### src/rtl/upRegPkg.sv
// ==============================
// upload register block shared definitions:
// register map, field bit positions, widths
// and descriptor structs
// ==============================

`default_nettype none

package upRegPkg;

    // ==============================
    // widths
    // ==============================
    localparam int REG_ADDR_W = 16;  // host register offset
    localparam int REG_DATA_W = 32;  // host data word
    localparam int BUF_ADDR_W = 64;  // host memory address
    localparam int BUF_SIZE_W = 24;  // buffer size in bytes
    localparam int DCNT_W     = 9;   // empty-buffer data count

    typedef logic [REG_ADDR_W-1:0] regAddr_t;
    typedef logic [REG_DATA_W-1:0] regData_t;
    typedef logic [BUF_ADDR_W-1:0] bufAddr_t;
    typedef logic [BUF_SIZE_W-1:0] bufSize_t;
    typedef logic [DCNT_W-1:0]     dataCnt_t;

    // ==============================
    // register map
    // ==============================
    localparam int NUM_CHAN = 2;

    localparam regAddr_t CHAN0_BASE = 16'h0000;
    localparam regAddr_t CHAN1_BASE = 16'h1000;
    localparam regAddr_t CHAN_BASE [NUM_CHAN] = '{CHAN0_BASE, CHAN1_BASE};

    // offsets inside one channel window
    localparam regAddr_t EB0_OFS = 16'h0000;  // ebuf addr low
    localparam regAddr_t EB1_OFS = 16'h0008;  // ebuf addr high
    localparam regAddr_t EB2_OFS = 16'h0010;  // ebuf size, auto, cmds
    localparam regAddr_t EB3_OFS = 16'h0018;  // ebuf data count, ro
    localparam regAddr_t FB0_OFS = 16'h0100;  // fbuf addr low
    localparam regAddr_t FB1_OFS = 16'h0108;  // fbuf addr high
    localparam regAddr_t FB2_OFS = 16'h0110;  // fbuf size, trig

    // write data command and flag bits
    localparam int TRIG_BIT    = 24;
    localparam int REQ_BIT     = 25;
    localparam int AUTO_WR_BIT = 26;

    // auto flag sits lower on readback than on write
    localparam int AUTO_RD_BIT = 24;

    // ==============================
    // types
    // ==============================
    typedef enum logic [2:0] {
        ebAddrLo = 3'd0,
        ebAddrHi = 3'd1,
        ebCtrl   = 3'd2,
        ebCount  = 3'd3,
        fbAddrLo = 3'd4,
        fbAddrHi = 3'd5,
        fbCtrl   = 3'd6
    } regIdx_e;

    // one captured host access, as seen by one channel
    typedef struct packed {
        logic     hit;     // request captured and address in this channel
        logic     write;   // clear for a read
        regIdx_e  regIdx;
        regData_t wdata;
    } chanAccess_t;

    typedef struct packed {
        bufAddr_t addr;
        bufSize_t size;
        logic     auto;    // automatic empty-buffer read
    } ebufDesc_t;

    typedef struct packed {
        bufAddr_t addr;
        bufSize_t size;
    } fbufDesc_t;

    // single-cycle command strobes
    typedef struct packed {
        logic ebufRdReq;
        logic ebufRdTrig;
        logic fbufWrTrig;
    } chanPulse_t;

endpackage

`default_nettype wire

### src/rtl/upRegCmdCapture.sv
// ==============================
// host request capture stage and address
// decode into per-channel accesses
// ==============================

`timescale 1ns/1ps
`default_nettype none

module upRegCmdCapture (
    input  wire logic                   PCIE_CLK,
    input  wire logic                   PCIE_RST,
    input  wire logic                   regWrReq,
    input  wire logic                   regRdReq,
    input  wire upRegPkg::regAddr_t     regOpAddr,
    input  wire upRegPkg::regData_t     regWrData,
    output upRegPkg::chanAccess_t       chan0Acc,
    output upRegPkg::chanAccess_t       chan1Acc,
    output logic                        capWr,
    output logic                        capRd
);

    upRegPkg::regAddr_t    capAddr;                     // held address of last request
    upRegPkg::regData_t    capData;                     // held write data
    upRegPkg::chanAccess_t accArr [upRegPkg::NUM_CHAN];

    // ==============================
    // input registers
    // ==============================
    always_ff @(posedge PCIE_CLK or posedge PCIE_RST) begin
        if (PCIE_RST) begin
            capWr <= 1'b0;
            capRd <= 1'b0;
        end else begin
            capWr <= regWrReq;                          // one-cycle strobes
            capRd <= regRdReq;
        end
    end

    always_ff @(posedge PCIE_CLK) begin
        if (regWrReq || regRdReq) begin
            capAddr <= regOpAddr;
        end
        if (regWrReq) begin
            capData <= regWrData;
        end
    end

    // ==============================
    // address decode
    // ==============================

    // map the captured address onto one channel window
    function automatic upRegPkg::chanAccess_t buildAccess(
        input upRegPkg::regAddr_t base
    );
        upRegPkg::chanAccess_t a;
        upRegPkg::regAddr_t    ofs;
        logic                  mapped;

        a      = '0;
        ofs    = capAddr - base;                        // wraps out of range below base
        mapped = 1'b1;
        case (ofs)
            upRegPkg::EB0_OFS: a.regIdx = upRegPkg::ebAddrLo;
            upRegPkg::EB1_OFS: a.regIdx = upRegPkg::ebAddrHi;
            upRegPkg::EB2_OFS: a.regIdx = upRegPkg::ebCtrl;
            upRegPkg::EB3_OFS: a.regIdx = upRegPkg::ebCount;
            upRegPkg::FB0_OFS: a.regIdx = upRegPkg::fbAddrLo;
            upRegPkg::FB1_OFS: a.regIdx = upRegPkg::fbAddrHi;
            upRegPkg::FB2_OFS: a.regIdx = upRegPkg::fbCtrl;
            default:           mapped   = 1'b0;
        endcase
        a.hit   = mapped && (capWr || capRd);
        a.write = capWr;
        a.wdata = capData;
        return a;
    endfunction

    always_comb begin
        for (int c = 0; c < upRegPkg::NUM_CHAN; c++) begin
            accArr[c] = buildAccess(upRegPkg::CHAN_BASE[c]);
        end
    end

    assign chan0Acc = accArr[0];
    assign chan1Acc = accArr[1];

endmodule

`default_nettype wire

### src/rtl/upChannelRegs.sv
// ==============================
// one upload channel: descriptor registers,
// command pulses, data count sampling
// and readback word
// ==============================

`timescale 1ns/1ps
`default_nettype none

module upChannelRegs (
    input  wire logic                   PCIE_CLK,
    input  wire logic                   PCIE_RST,
    input  wire upRegPkg::chanAccess_t  acc,
    input  wire upRegPkg::dataCnt_t     ebufWrDcnt,
    output upRegPkg::ebufDesc_t         ebufDesc,
    output upRegPkg::fbufDesc_t         fbufDesc,
    output upRegPkg::chanPulse_t        pulse,
    output upRegPkg::regData_t          rdWord
);

    localparam int HALF_W = upRegPkg::REG_DATA_W;

    logic               wrHit;
    logic               rdHit;
    logic               ebCtrlWr;
    logic               fbCtrlWr;
    upRegPkg::dataCnt_t dcntQ;                          // sampled data count

    assign wrHit    = acc.hit && acc.write;
    assign rdHit    = acc.hit && !acc.write;
    assign ebCtrlWr = wrHit && (acc.regIdx == upRegPkg::ebCtrl);
    assign fbCtrlWr = wrHit && (acc.regIdx == upRegPkg::fbCtrl);

    // ==============================
    // descriptor registers
    // ==============================
    always_ff @(posedge PCIE_CLK or posedge PCIE_RST) begin
        if (PCIE_RST) begin
            ebufDesc <= '0;
            fbufDesc <= '0;
        end else if (wrHit) begin
            case (acc.regIdx)
                upRegPkg::ebAddrLo: begin
                    ebufDesc.addr[HALF_W-1:0] <= acc.wdata;
                end
                upRegPkg::ebAddrHi: begin
                    ebufDesc.addr[2*HALF_W-1:HALF_W] <= acc.wdata;
                end
                upRegPkg::ebCtrl: begin
                    ebufDesc.size <= acc.wdata[upRegPkg::BUF_SIZE_W-1:0];
                    ebufDesc.auto <= acc.wdata[upRegPkg::AUTO_WR_BIT];
                end
                upRegPkg::fbAddrLo: begin
                    fbufDesc.addr[HALF_W-1:0] <= acc.wdata;
                end
                upRegPkg::fbAddrHi: begin
                    fbufDesc.addr[2*HALF_W-1:HALF_W] <= acc.wdata;
                end
                upRegPkg::fbCtrl: begin
                    fbufDesc.size <= acc.wdata[upRegPkg::BUF_SIZE_W-1:0];
                end
                default: begin
                    // count register is read only
                end
            endcase
        end
    end

    // ==============================
    // command pulses
    // ==============================

    // access lasts one cycle, so each pulse does too
    always_ff @(posedge PCIE_CLK or posedge PCIE_RST) begin
        if (PCIE_RST) begin
            pulse <= '0;
        end else begin
            pulse.ebufRdReq  <= ebCtrlWr && acc.wdata[upRegPkg::REQ_BIT];
            pulse.ebufRdTrig <= ebCtrlWr && acc.wdata[upRegPkg::TRIG_BIT];
            pulse.fbufWrTrig <= fbCtrlWr && acc.wdata[upRegPkg::TRIG_BIT];
        end
    end

    // data count sampled every cycle
    always_ff @(posedge PCIE_CLK or posedge PCIE_RST) begin
        if (PCIE_RST) begin
            dcntQ <= '0;
        end else begin
            dcntQ <= ebufWrDcnt;
        end
    end

    // ==============================
    // readback
    // ==============================
    always_comb begin
        rdWord = '0;                                    // zero fill, zero when idle
        if (rdHit) begin
            case (acc.regIdx)
                upRegPkg::ebAddrLo: rdWord = ebufDesc.addr[HALF_W-1:0];
                upRegPkg::ebAddrHi: rdWord = ebufDesc.addr[2*HALF_W-1:HALF_W];
                upRegPkg::ebCtrl: begin
                    rdWord[upRegPkg::BUF_SIZE_W-1:0] = ebufDesc.size;
                    rdWord[upRegPkg::AUTO_RD_BIT]    = ebufDesc.auto;
                end
                upRegPkg::ebCount:  rdWord[upRegPkg::DCNT_W-1:0] = dcntQ;
                upRegPkg::fbAddrLo: rdWord = fbufDesc.addr[HALF_W-1:0];
                upRegPkg::fbAddrHi: rdWord = fbufDesc.addr[2*HALF_W-1:HALF_W];
                upRegPkg::fbCtrl:   rdWord[upRegPkg::BUF_SIZE_W-1:0] = fbufDesc.size;
                default:            rdWord = '0;
            endcase
        end
    end

endmodule

`default_nettype wire

### src/rtl/upRegReadPort.sv
// ==============================
// read data merge, registered read data
// and write/read acknowledges
// ==============================

`timescale 1ns/1ps
`default_nettype none

module upRegReadPort (
    input  wire logic                   PCIE_CLK,
    input  wire logic                   PCIE_RST,
    input  wire logic                   capWr,
    input  wire logic                   capRd,
    input  wire upRegPkg::regData_t     chan0Word,
    input  wire upRegPkg::regData_t     chan1Word,
    output upRegPkg::regData_t          regRdData,
    output logic                        regWrAck,
    output logic                        regRdAck
);

    upRegPkg::regData_t mergedWord;

    // only the addressed channel drives a nonzero word
    assign mergedWord = chan0Word | chan1Word;

    // ==============================
    // read data and acks
    // ==============================
    always_ff @(posedge PCIE_CLK or posedge PCIE_RST) begin
        if (PCIE_RST) begin
            regRdData <= '0;
        end else if (capRd) begin
            regRdData <= mergedWord;                    // held until next read
        end
    end

    always_ff @(posedge PCIE_CLK or posedge PCIE_RST) begin
        if (PCIE_RST) begin
            regWrAck <= 1'b0;
            regRdAck <= 1'b0;
        end else begin
            regWrAck <= capWr;                          // unmapped writes acked too
            regRdAck <= capRd;                          // same cycle as read data
        end
    end

endmodule

`default_nettype wire

### src/rtl/upRegTop.sv
// ==============================
// upload register block top level:
// capture stage, two channel banks, read port
// ==============================

`timescale 1ns/1ps
`default_nettype none

module upRegTop (
    input  wire logic                   PCIE_CLK,
    input  wire logic                   PCIE_RST,
    // host register port
    input  wire logic                   regWrReq,
    input  wire logic                   regRdReq,
    input  wire upRegPkg::regAddr_t     regOpAddr,
    input  wire upRegPkg::regData_t     regWrData,
    output upRegPkg::regData_t          regRdData,
    output logic                        regWrAck,
    output logic                        regRdAck,
    // channel side
    input  wire upRegPkg::dataCnt_t     up0EbufWrDcnt,
    input  wire upRegPkg::dataCnt_t     up1EbufWrDcnt,
    output upRegPkg::ebufDesc_t         up0Ebuf,
    output upRegPkg::ebufDesc_t         up1Ebuf,
    output upRegPkg::fbufDesc_t         up0Fbuf,
    output upRegPkg::fbufDesc_t         up1Fbuf,
    output upRegPkg::chanPulse_t        up0Pulse,
    output upRegPkg::chanPulse_t        up1Pulse
);

    upRegPkg::chanAccess_t chan0Acc;
    upRegPkg::chanAccess_t chan1Acc;
    upRegPkg::regData_t    chan0Word;
    upRegPkg::regData_t    chan1Word;
    logic                  capWr;
    logic                  capRd;

    // ==============================
    // request capture
    // ==============================
    upRegCmdCapture u_capture (
        .PCIE_CLK  (PCIE_CLK),
        .PCIE_RST  (PCIE_RST),
        .regWrReq  (regWrReq),
        .regRdReq  (regRdReq),
        .regOpAddr (regOpAddr),
        .regWrData (regWrData),
        .chan0Acc  (chan0Acc),
        .chan1Acc  (chan1Acc),
        .capWr     (capWr),
        .capRd     (capRd)
    );

    // ==============================
    // channel banks
    // ==============================
    upChannelRegs u_chan0 (
        .PCIE_CLK   (PCIE_CLK),
        .PCIE_RST   (PCIE_RST),
        .acc        (chan0Acc),
        .ebufWrDcnt (up0EbufWrDcnt),
        .ebufDesc   (up0Ebuf),
        .fbufDesc   (up0Fbuf),
        .pulse      (up0Pulse),
        .rdWord     (chan0Word)
    );

    upChannelRegs u_chan1 (
        .PCIE_CLK   (PCIE_CLK),
        .PCIE_RST   (PCIE_RST),
        .acc        (chan1Acc),
        .ebufWrDcnt (up1EbufWrDcnt),
        .ebufDesc   (up1Ebuf),
        .fbufDesc   (up1Fbuf),
        .pulse      (up1Pulse),
        .rdWord     (chan1Word)
    );

    // read data and acks
    upRegReadPort u_readPort (
        .PCIE_CLK  (PCIE_CLK),
        .PCIE_RST  (PCIE_RST),
        .capWr     (capWr),
        .capRd     (capRd),
        .chan0Word (chan0Word),
        .chan1Word (chan1Word),
        .regRdData (regRdData),
        .regWrAck  (regWrAck),
        .regRdAck  (regRdAck)
    );

endmodule

`default_nettype wire

### config.mk
export PLATFORM = sky130hd
export DESIGN_NAME = upRegTop
export DESIGN_NICKNAME = d
export VERILOG_FILES = /design/src/rtl/upRegPkg.sv /design/src/rtl/upRegCmdCapture.sv /design/src/rtl/upChannelRegs.sv /design/src/rtl/upRegReadPort.sv /design/src/rtl/upRegTop.sv
export SDC_FILE = /design/constraint.sdc
export NUM_CORES = 1
export LEC_CHECK = 0
export BUFFER_PORTS_ARGS = -buffer_cell sky130_fd_sc_hd__buf_4
export CAP_MARGIN = 0
export CORE_MARGIN = 1
export CORE_UTILIZATION = 40
export CTS_CLUSTER_SIZE = 16
export DETAILED_ROUTE_END_ITERATION = 6
export GPL_TIMING_DRIVEN = 1
export SLEW_MARGIN = 5
export SYNTH_ARGS = -nofsm -noshare
export SYNTH_HDL_FRONTEND = slang
export SYNTH_SLANG_ARGS = --single-unit
### constraint.sdc
create_clock -name PCIE_CLK -period 35.1 [get_ports PCIE_CLK]
set_input_delay 1.755 -clock PCIE_CLK [delete_from_list [all_inputs] [get_ports PCIE_CLK]]
set_output_delay 1.755 -clock PCIE_CLK [all_outputs]
set_load 0.01 [all_outputs]
==> run metrics <==
P_leak 12.64 nW; Critical Path Sink Type register; worst hold path class reg -> reg; r2r worst-path depth 6; Slew Limit Fails 0; run status complete, but fails checks; routed len/inst 29.72 um; Max Cap Viol 0; first-pass GRT wire length about 110000 um; via/cell ratio approximately 5.8; CP startpoint kind register; reg-to-reg critical path startpoint u_capture.capAddr[5]; Req. time, crit path 35.59 ns; Critical Path Stages 6; Total Routing Usage GR between 20% and 30%; drt first pass iters 7; clock input transition at the sequential cells of the worst setup and hold paths 0.06 ns; worst slew pin tran 1.203 ns; Final Total Pwr 1.126 mW; Max Fanout on Critical Path 17; main flop type after synthesis dfrtp_1; Mean Syn Cell Area ~14 sq um; Multi-input gate area roughly 7500 sq um; critical path endpoint u_readPort.regRdData[15]; Power Density between 40 and 50 nW/um^2; post-synthesis sequential area ratio 59.81%; post-synth top area cell dfrtp_1; H-Tree Depth 2; Post-synth EDFFs between 40 and 50; number of synthesis warnings 0; Unique masters post-synth 65; Top delay family on crit path simple AND/OR/NAND/NOR gates; Final Hold Vio Count 0; normalized max-slew margin a little under a fifth; fill cell count 4192; failing checks DRC; Initial Util 40.47%; CP startpoint u_capture.capAddr[5]; worst-path cell chain nor4_1 > nand3_2 > nor3_4 > and2_1 > a22oi_1 > o211ai_1; initial antenna violation count 2; Post-CTS Setup Bufs 0; count of input and output buffers approximately 460; Fin Setup TNS 0 ns; area grow syn2layout 28.94%; HPWL Detailed 50310 um; Mapped Cells around 1400; vias in the first global route approximately 15000; Setup CP Type reg -> reg; clk_skew 0.01361 ns; die height 224.1 um; DRC Markers 3; n_diodes 0; Reg2Reg Setup Slack just over 30 ns; CTS Hold Buffers Added 0; Ports 464; die area 50220 sq um; Mapped Area 19730 sq um; Final setup viols 0; fin crit share 11.16%; largest net degree at the start of global routing 148; FF+latch count, synth approximately 460; Nets ~1900; Core Area 48750 sq um; Post-Route WL 74900 um; FF/Latch Area 11800 sq um; clock root buffer master clkbuf_16; Clk Latency, worst-skew pair approximately 0.6 ns; Final ANT Viol Nets 0; CTS max path bufs 3; DIE WIDTH between 200 and 250 um; GP Congestion roughly 0.9; CTS tree built; Synth area leaders dfrtp_1 (53%), mux2_2 (17%), edfxtp_1 (7.3%); worst path arrival time between 4 and 5 ns; share of Yosys cell area claimed by the top area cell type 52.51%; Critical path buffers and inverters 0; initial DRC count ~1300; RR Endpoint u_readPort.regRdData[15]; layout cells sized above 1 48.92%; post-layout min period between 3 and 4 ns; Num Clock Sinks 462; Peak VDD IR between 0.02 and 0.03 mV; Synth async-reset ratio 89.61%; syn_nets 1451; CP peak stage delay 0.95 ns; vias post-DR 14570; RSZ-0062 raised after global routing no; global route overflow 0; CP max stage cell and2_1; row cnt 81; Post-CTS Resized 0; Num CTS Buffers 51; Max Fclk around 0.26 GHz
==> power breakdown <==
group	total, mW	internal [mW]	switching, mW
Clock	0.526	0.309	0.217
Sequential	0.561	0.548	0.0136
Combinational	0.0382	0.0116	0.0266
==> sequential cells by signal, indices dropped and copies added, names as in the netlist <==
register              cells
u_capture.capAddr        16
u_capture.capData        32
u_capture.capRd           1
u_capture.capWr           1
u_chan0.dcntQ             9
u_chan0.ebufDesc         89
u_chan0.fbufDesc         88
u_chan0.pulse             3
u_chan1.dcntQ             9
u_chan1.ebufDesc         89
u_chan1.fbufDesc         88
u_chan1.pulse             3
u_readPort.regRdAck       1
u_readPort.regRdData     32
u_readPort.regWrAck       1
==> cell usage in the layout, fill, tap and decap left out, types with 4 or more instances in the layout <==
cell / Yosys / routed
nor2b_1: 17 / 17
nor2_1: 17 / 16
mux2_2: 296 / 296
mux2i_1: 38 / 38
mux2_4: 20 / 20
o21ai_0: 32 / 32
nor4_2: 2 / 5
o22ai_1: 8 / 8
mux2_1: 40 / 40
nand2_1: 43 / 43
nor3_4: 3 / 6
o211ai_1: 6 / 6
edfxtp_1: 48 / 48
a221oi_1: 34 / 34
a22o_1: 29 / 29
and3_1: 8 / 8
or3_1: 9 / 9
a221o_1: 19 / 19
nor3_1: 6 / 5
clkinv_2: 0 / 4
a2bb2oi_1: 8 / 8
nor4_1: 7 / 4
nor2_4: 0 / 7
a21oi_1: 22 / 22
a21boi_0: 8 / 8
clkbuf_1: 55 / 22
o21bai_1: 7 / 7
nand4_1: 4 / 4
a22oi_1: 59 / 59
nand3_1: 5 / 5
clkbuf_16: 0 / 54
clkbuf_8: 0 / 10
dfrtp_1: 414 / 414
a222oi_1: 4 / 4
buf_4: 11 / 488
a32o_1: 11 / 11
==> stage by stage <==
stage	utilization (%)	hold WS (ns)	cell area (sq um)	worst slack, ns	std cells
after global routing	52.19	0.5361	25440	31.01	2520
after detailed placement	48.86	0.4972	23820	31.30	2429
final	52.19	0.5095	25440	31.18	2520
after CTS	52.19	0.5097	25440	31.28	2520
after global placement	48.86	0.4956	23820	31.51	2429
after floorplan	-	0.3650	19730	21.82	1381
==> worst min-delay path by stage <==
stage / from / endpoint / slack, ns / cells past startpoint
3_5_place_dp: u_chan0.ebufDesc[33] / u_chan0.ebufDesc[33] / 0.50 / 1
6_report: u_chan0.ebufDesc[33] / u_chan0.ebufDesc[33] / 0.51 / 1
2_1_floorplan: u_capture.capRd / u_readPort.regRdAck / 0.36 / 0
5_1_grt: u_chan0.ebufDesc[35] / u_chan0.ebufDesc[35] / 0.54 / 1
4_1_cts: u_chan0.ebufDesc[33] / u_chan0.ebufDesc[33] / 0.51 / 1
3_3_place_gp: u_chan0.ebufDesc[33] / u_chan0.ebufDesc[33] / 0.50 / 1
==> per-layer routing <==
metal / track usage (%) / routed length, um / vias up
li1: - / - / 6104
met1: 37.62 / 29890 / 7637
met2: 47.91 / 35860 / 684
met3: 8.775 / 6834 / 144
met4: 10.21 / 2302 / 2
met5: 0 / 17 / -
==> cell usage after synthesis (8+ instances only) <==
| library cell | instances |
|---|---|
| a21boi_0 | 8 |
| a21oi_1 | 22 |
| a221o_1 | 19 |
| a221oi_1 | 34 |
| a22o_1 | 29 |
| a22oi_1 | 59 |
| a2bb2oi_1 | 8 |
| a32o_1 | 11 |
| and3_1 | 8 |
| buf_2 | 26 |
| buf_4 | 11 |
| clkbuf_1 | 55 |
| dfrtp_1 | 414 |
| edfxtp_1 | 48 |
| mux2_1 | 40 |
| mux2_2 | 296 |
| mux2_4 | 20 |
| mux2i_1 | 38 |
| nand2_1 | 43 |
| nor2_1 | 17 |
| nor2b_1 | 17 |
| o21ai_0 | 32 |
| o22ai_1 | 8 |
| or3_1 | 9 |
==> layout make-up <==
type	count	share of cell area (%)
inverters	4	0.08853
multi-input cells	810	29.41
flip-flops and latches	462	46.39
repair buffers	489	14.48
clock buffers	86	6.177
well taps	664	3.266
clock inverters	5	0.1967
==> worst reg2reg max path, cell delays in order, from the launching register on <==
cell and delay (ns):
edfxtp_1 0.38, nor4_1 0.77, nand3_2 0.70, nor3_4 0.61, and2_1 0.95, a22oi_1 0.22, o211ai_1 0.19
==> cells by family (layout without fill, tap and decap cells) <==
family | count (synthesis) | in the layout | share of synthesized area, %
buf+inv | 109 | 584 | 2.676
flops | 462 | 462 | 59.81
simple gates | 160 | 160 | 4.972
mux | 394 | 394 | 22.63
compound gates | 256 | 256 | 9.912
(Power assumes the default switching activity.)
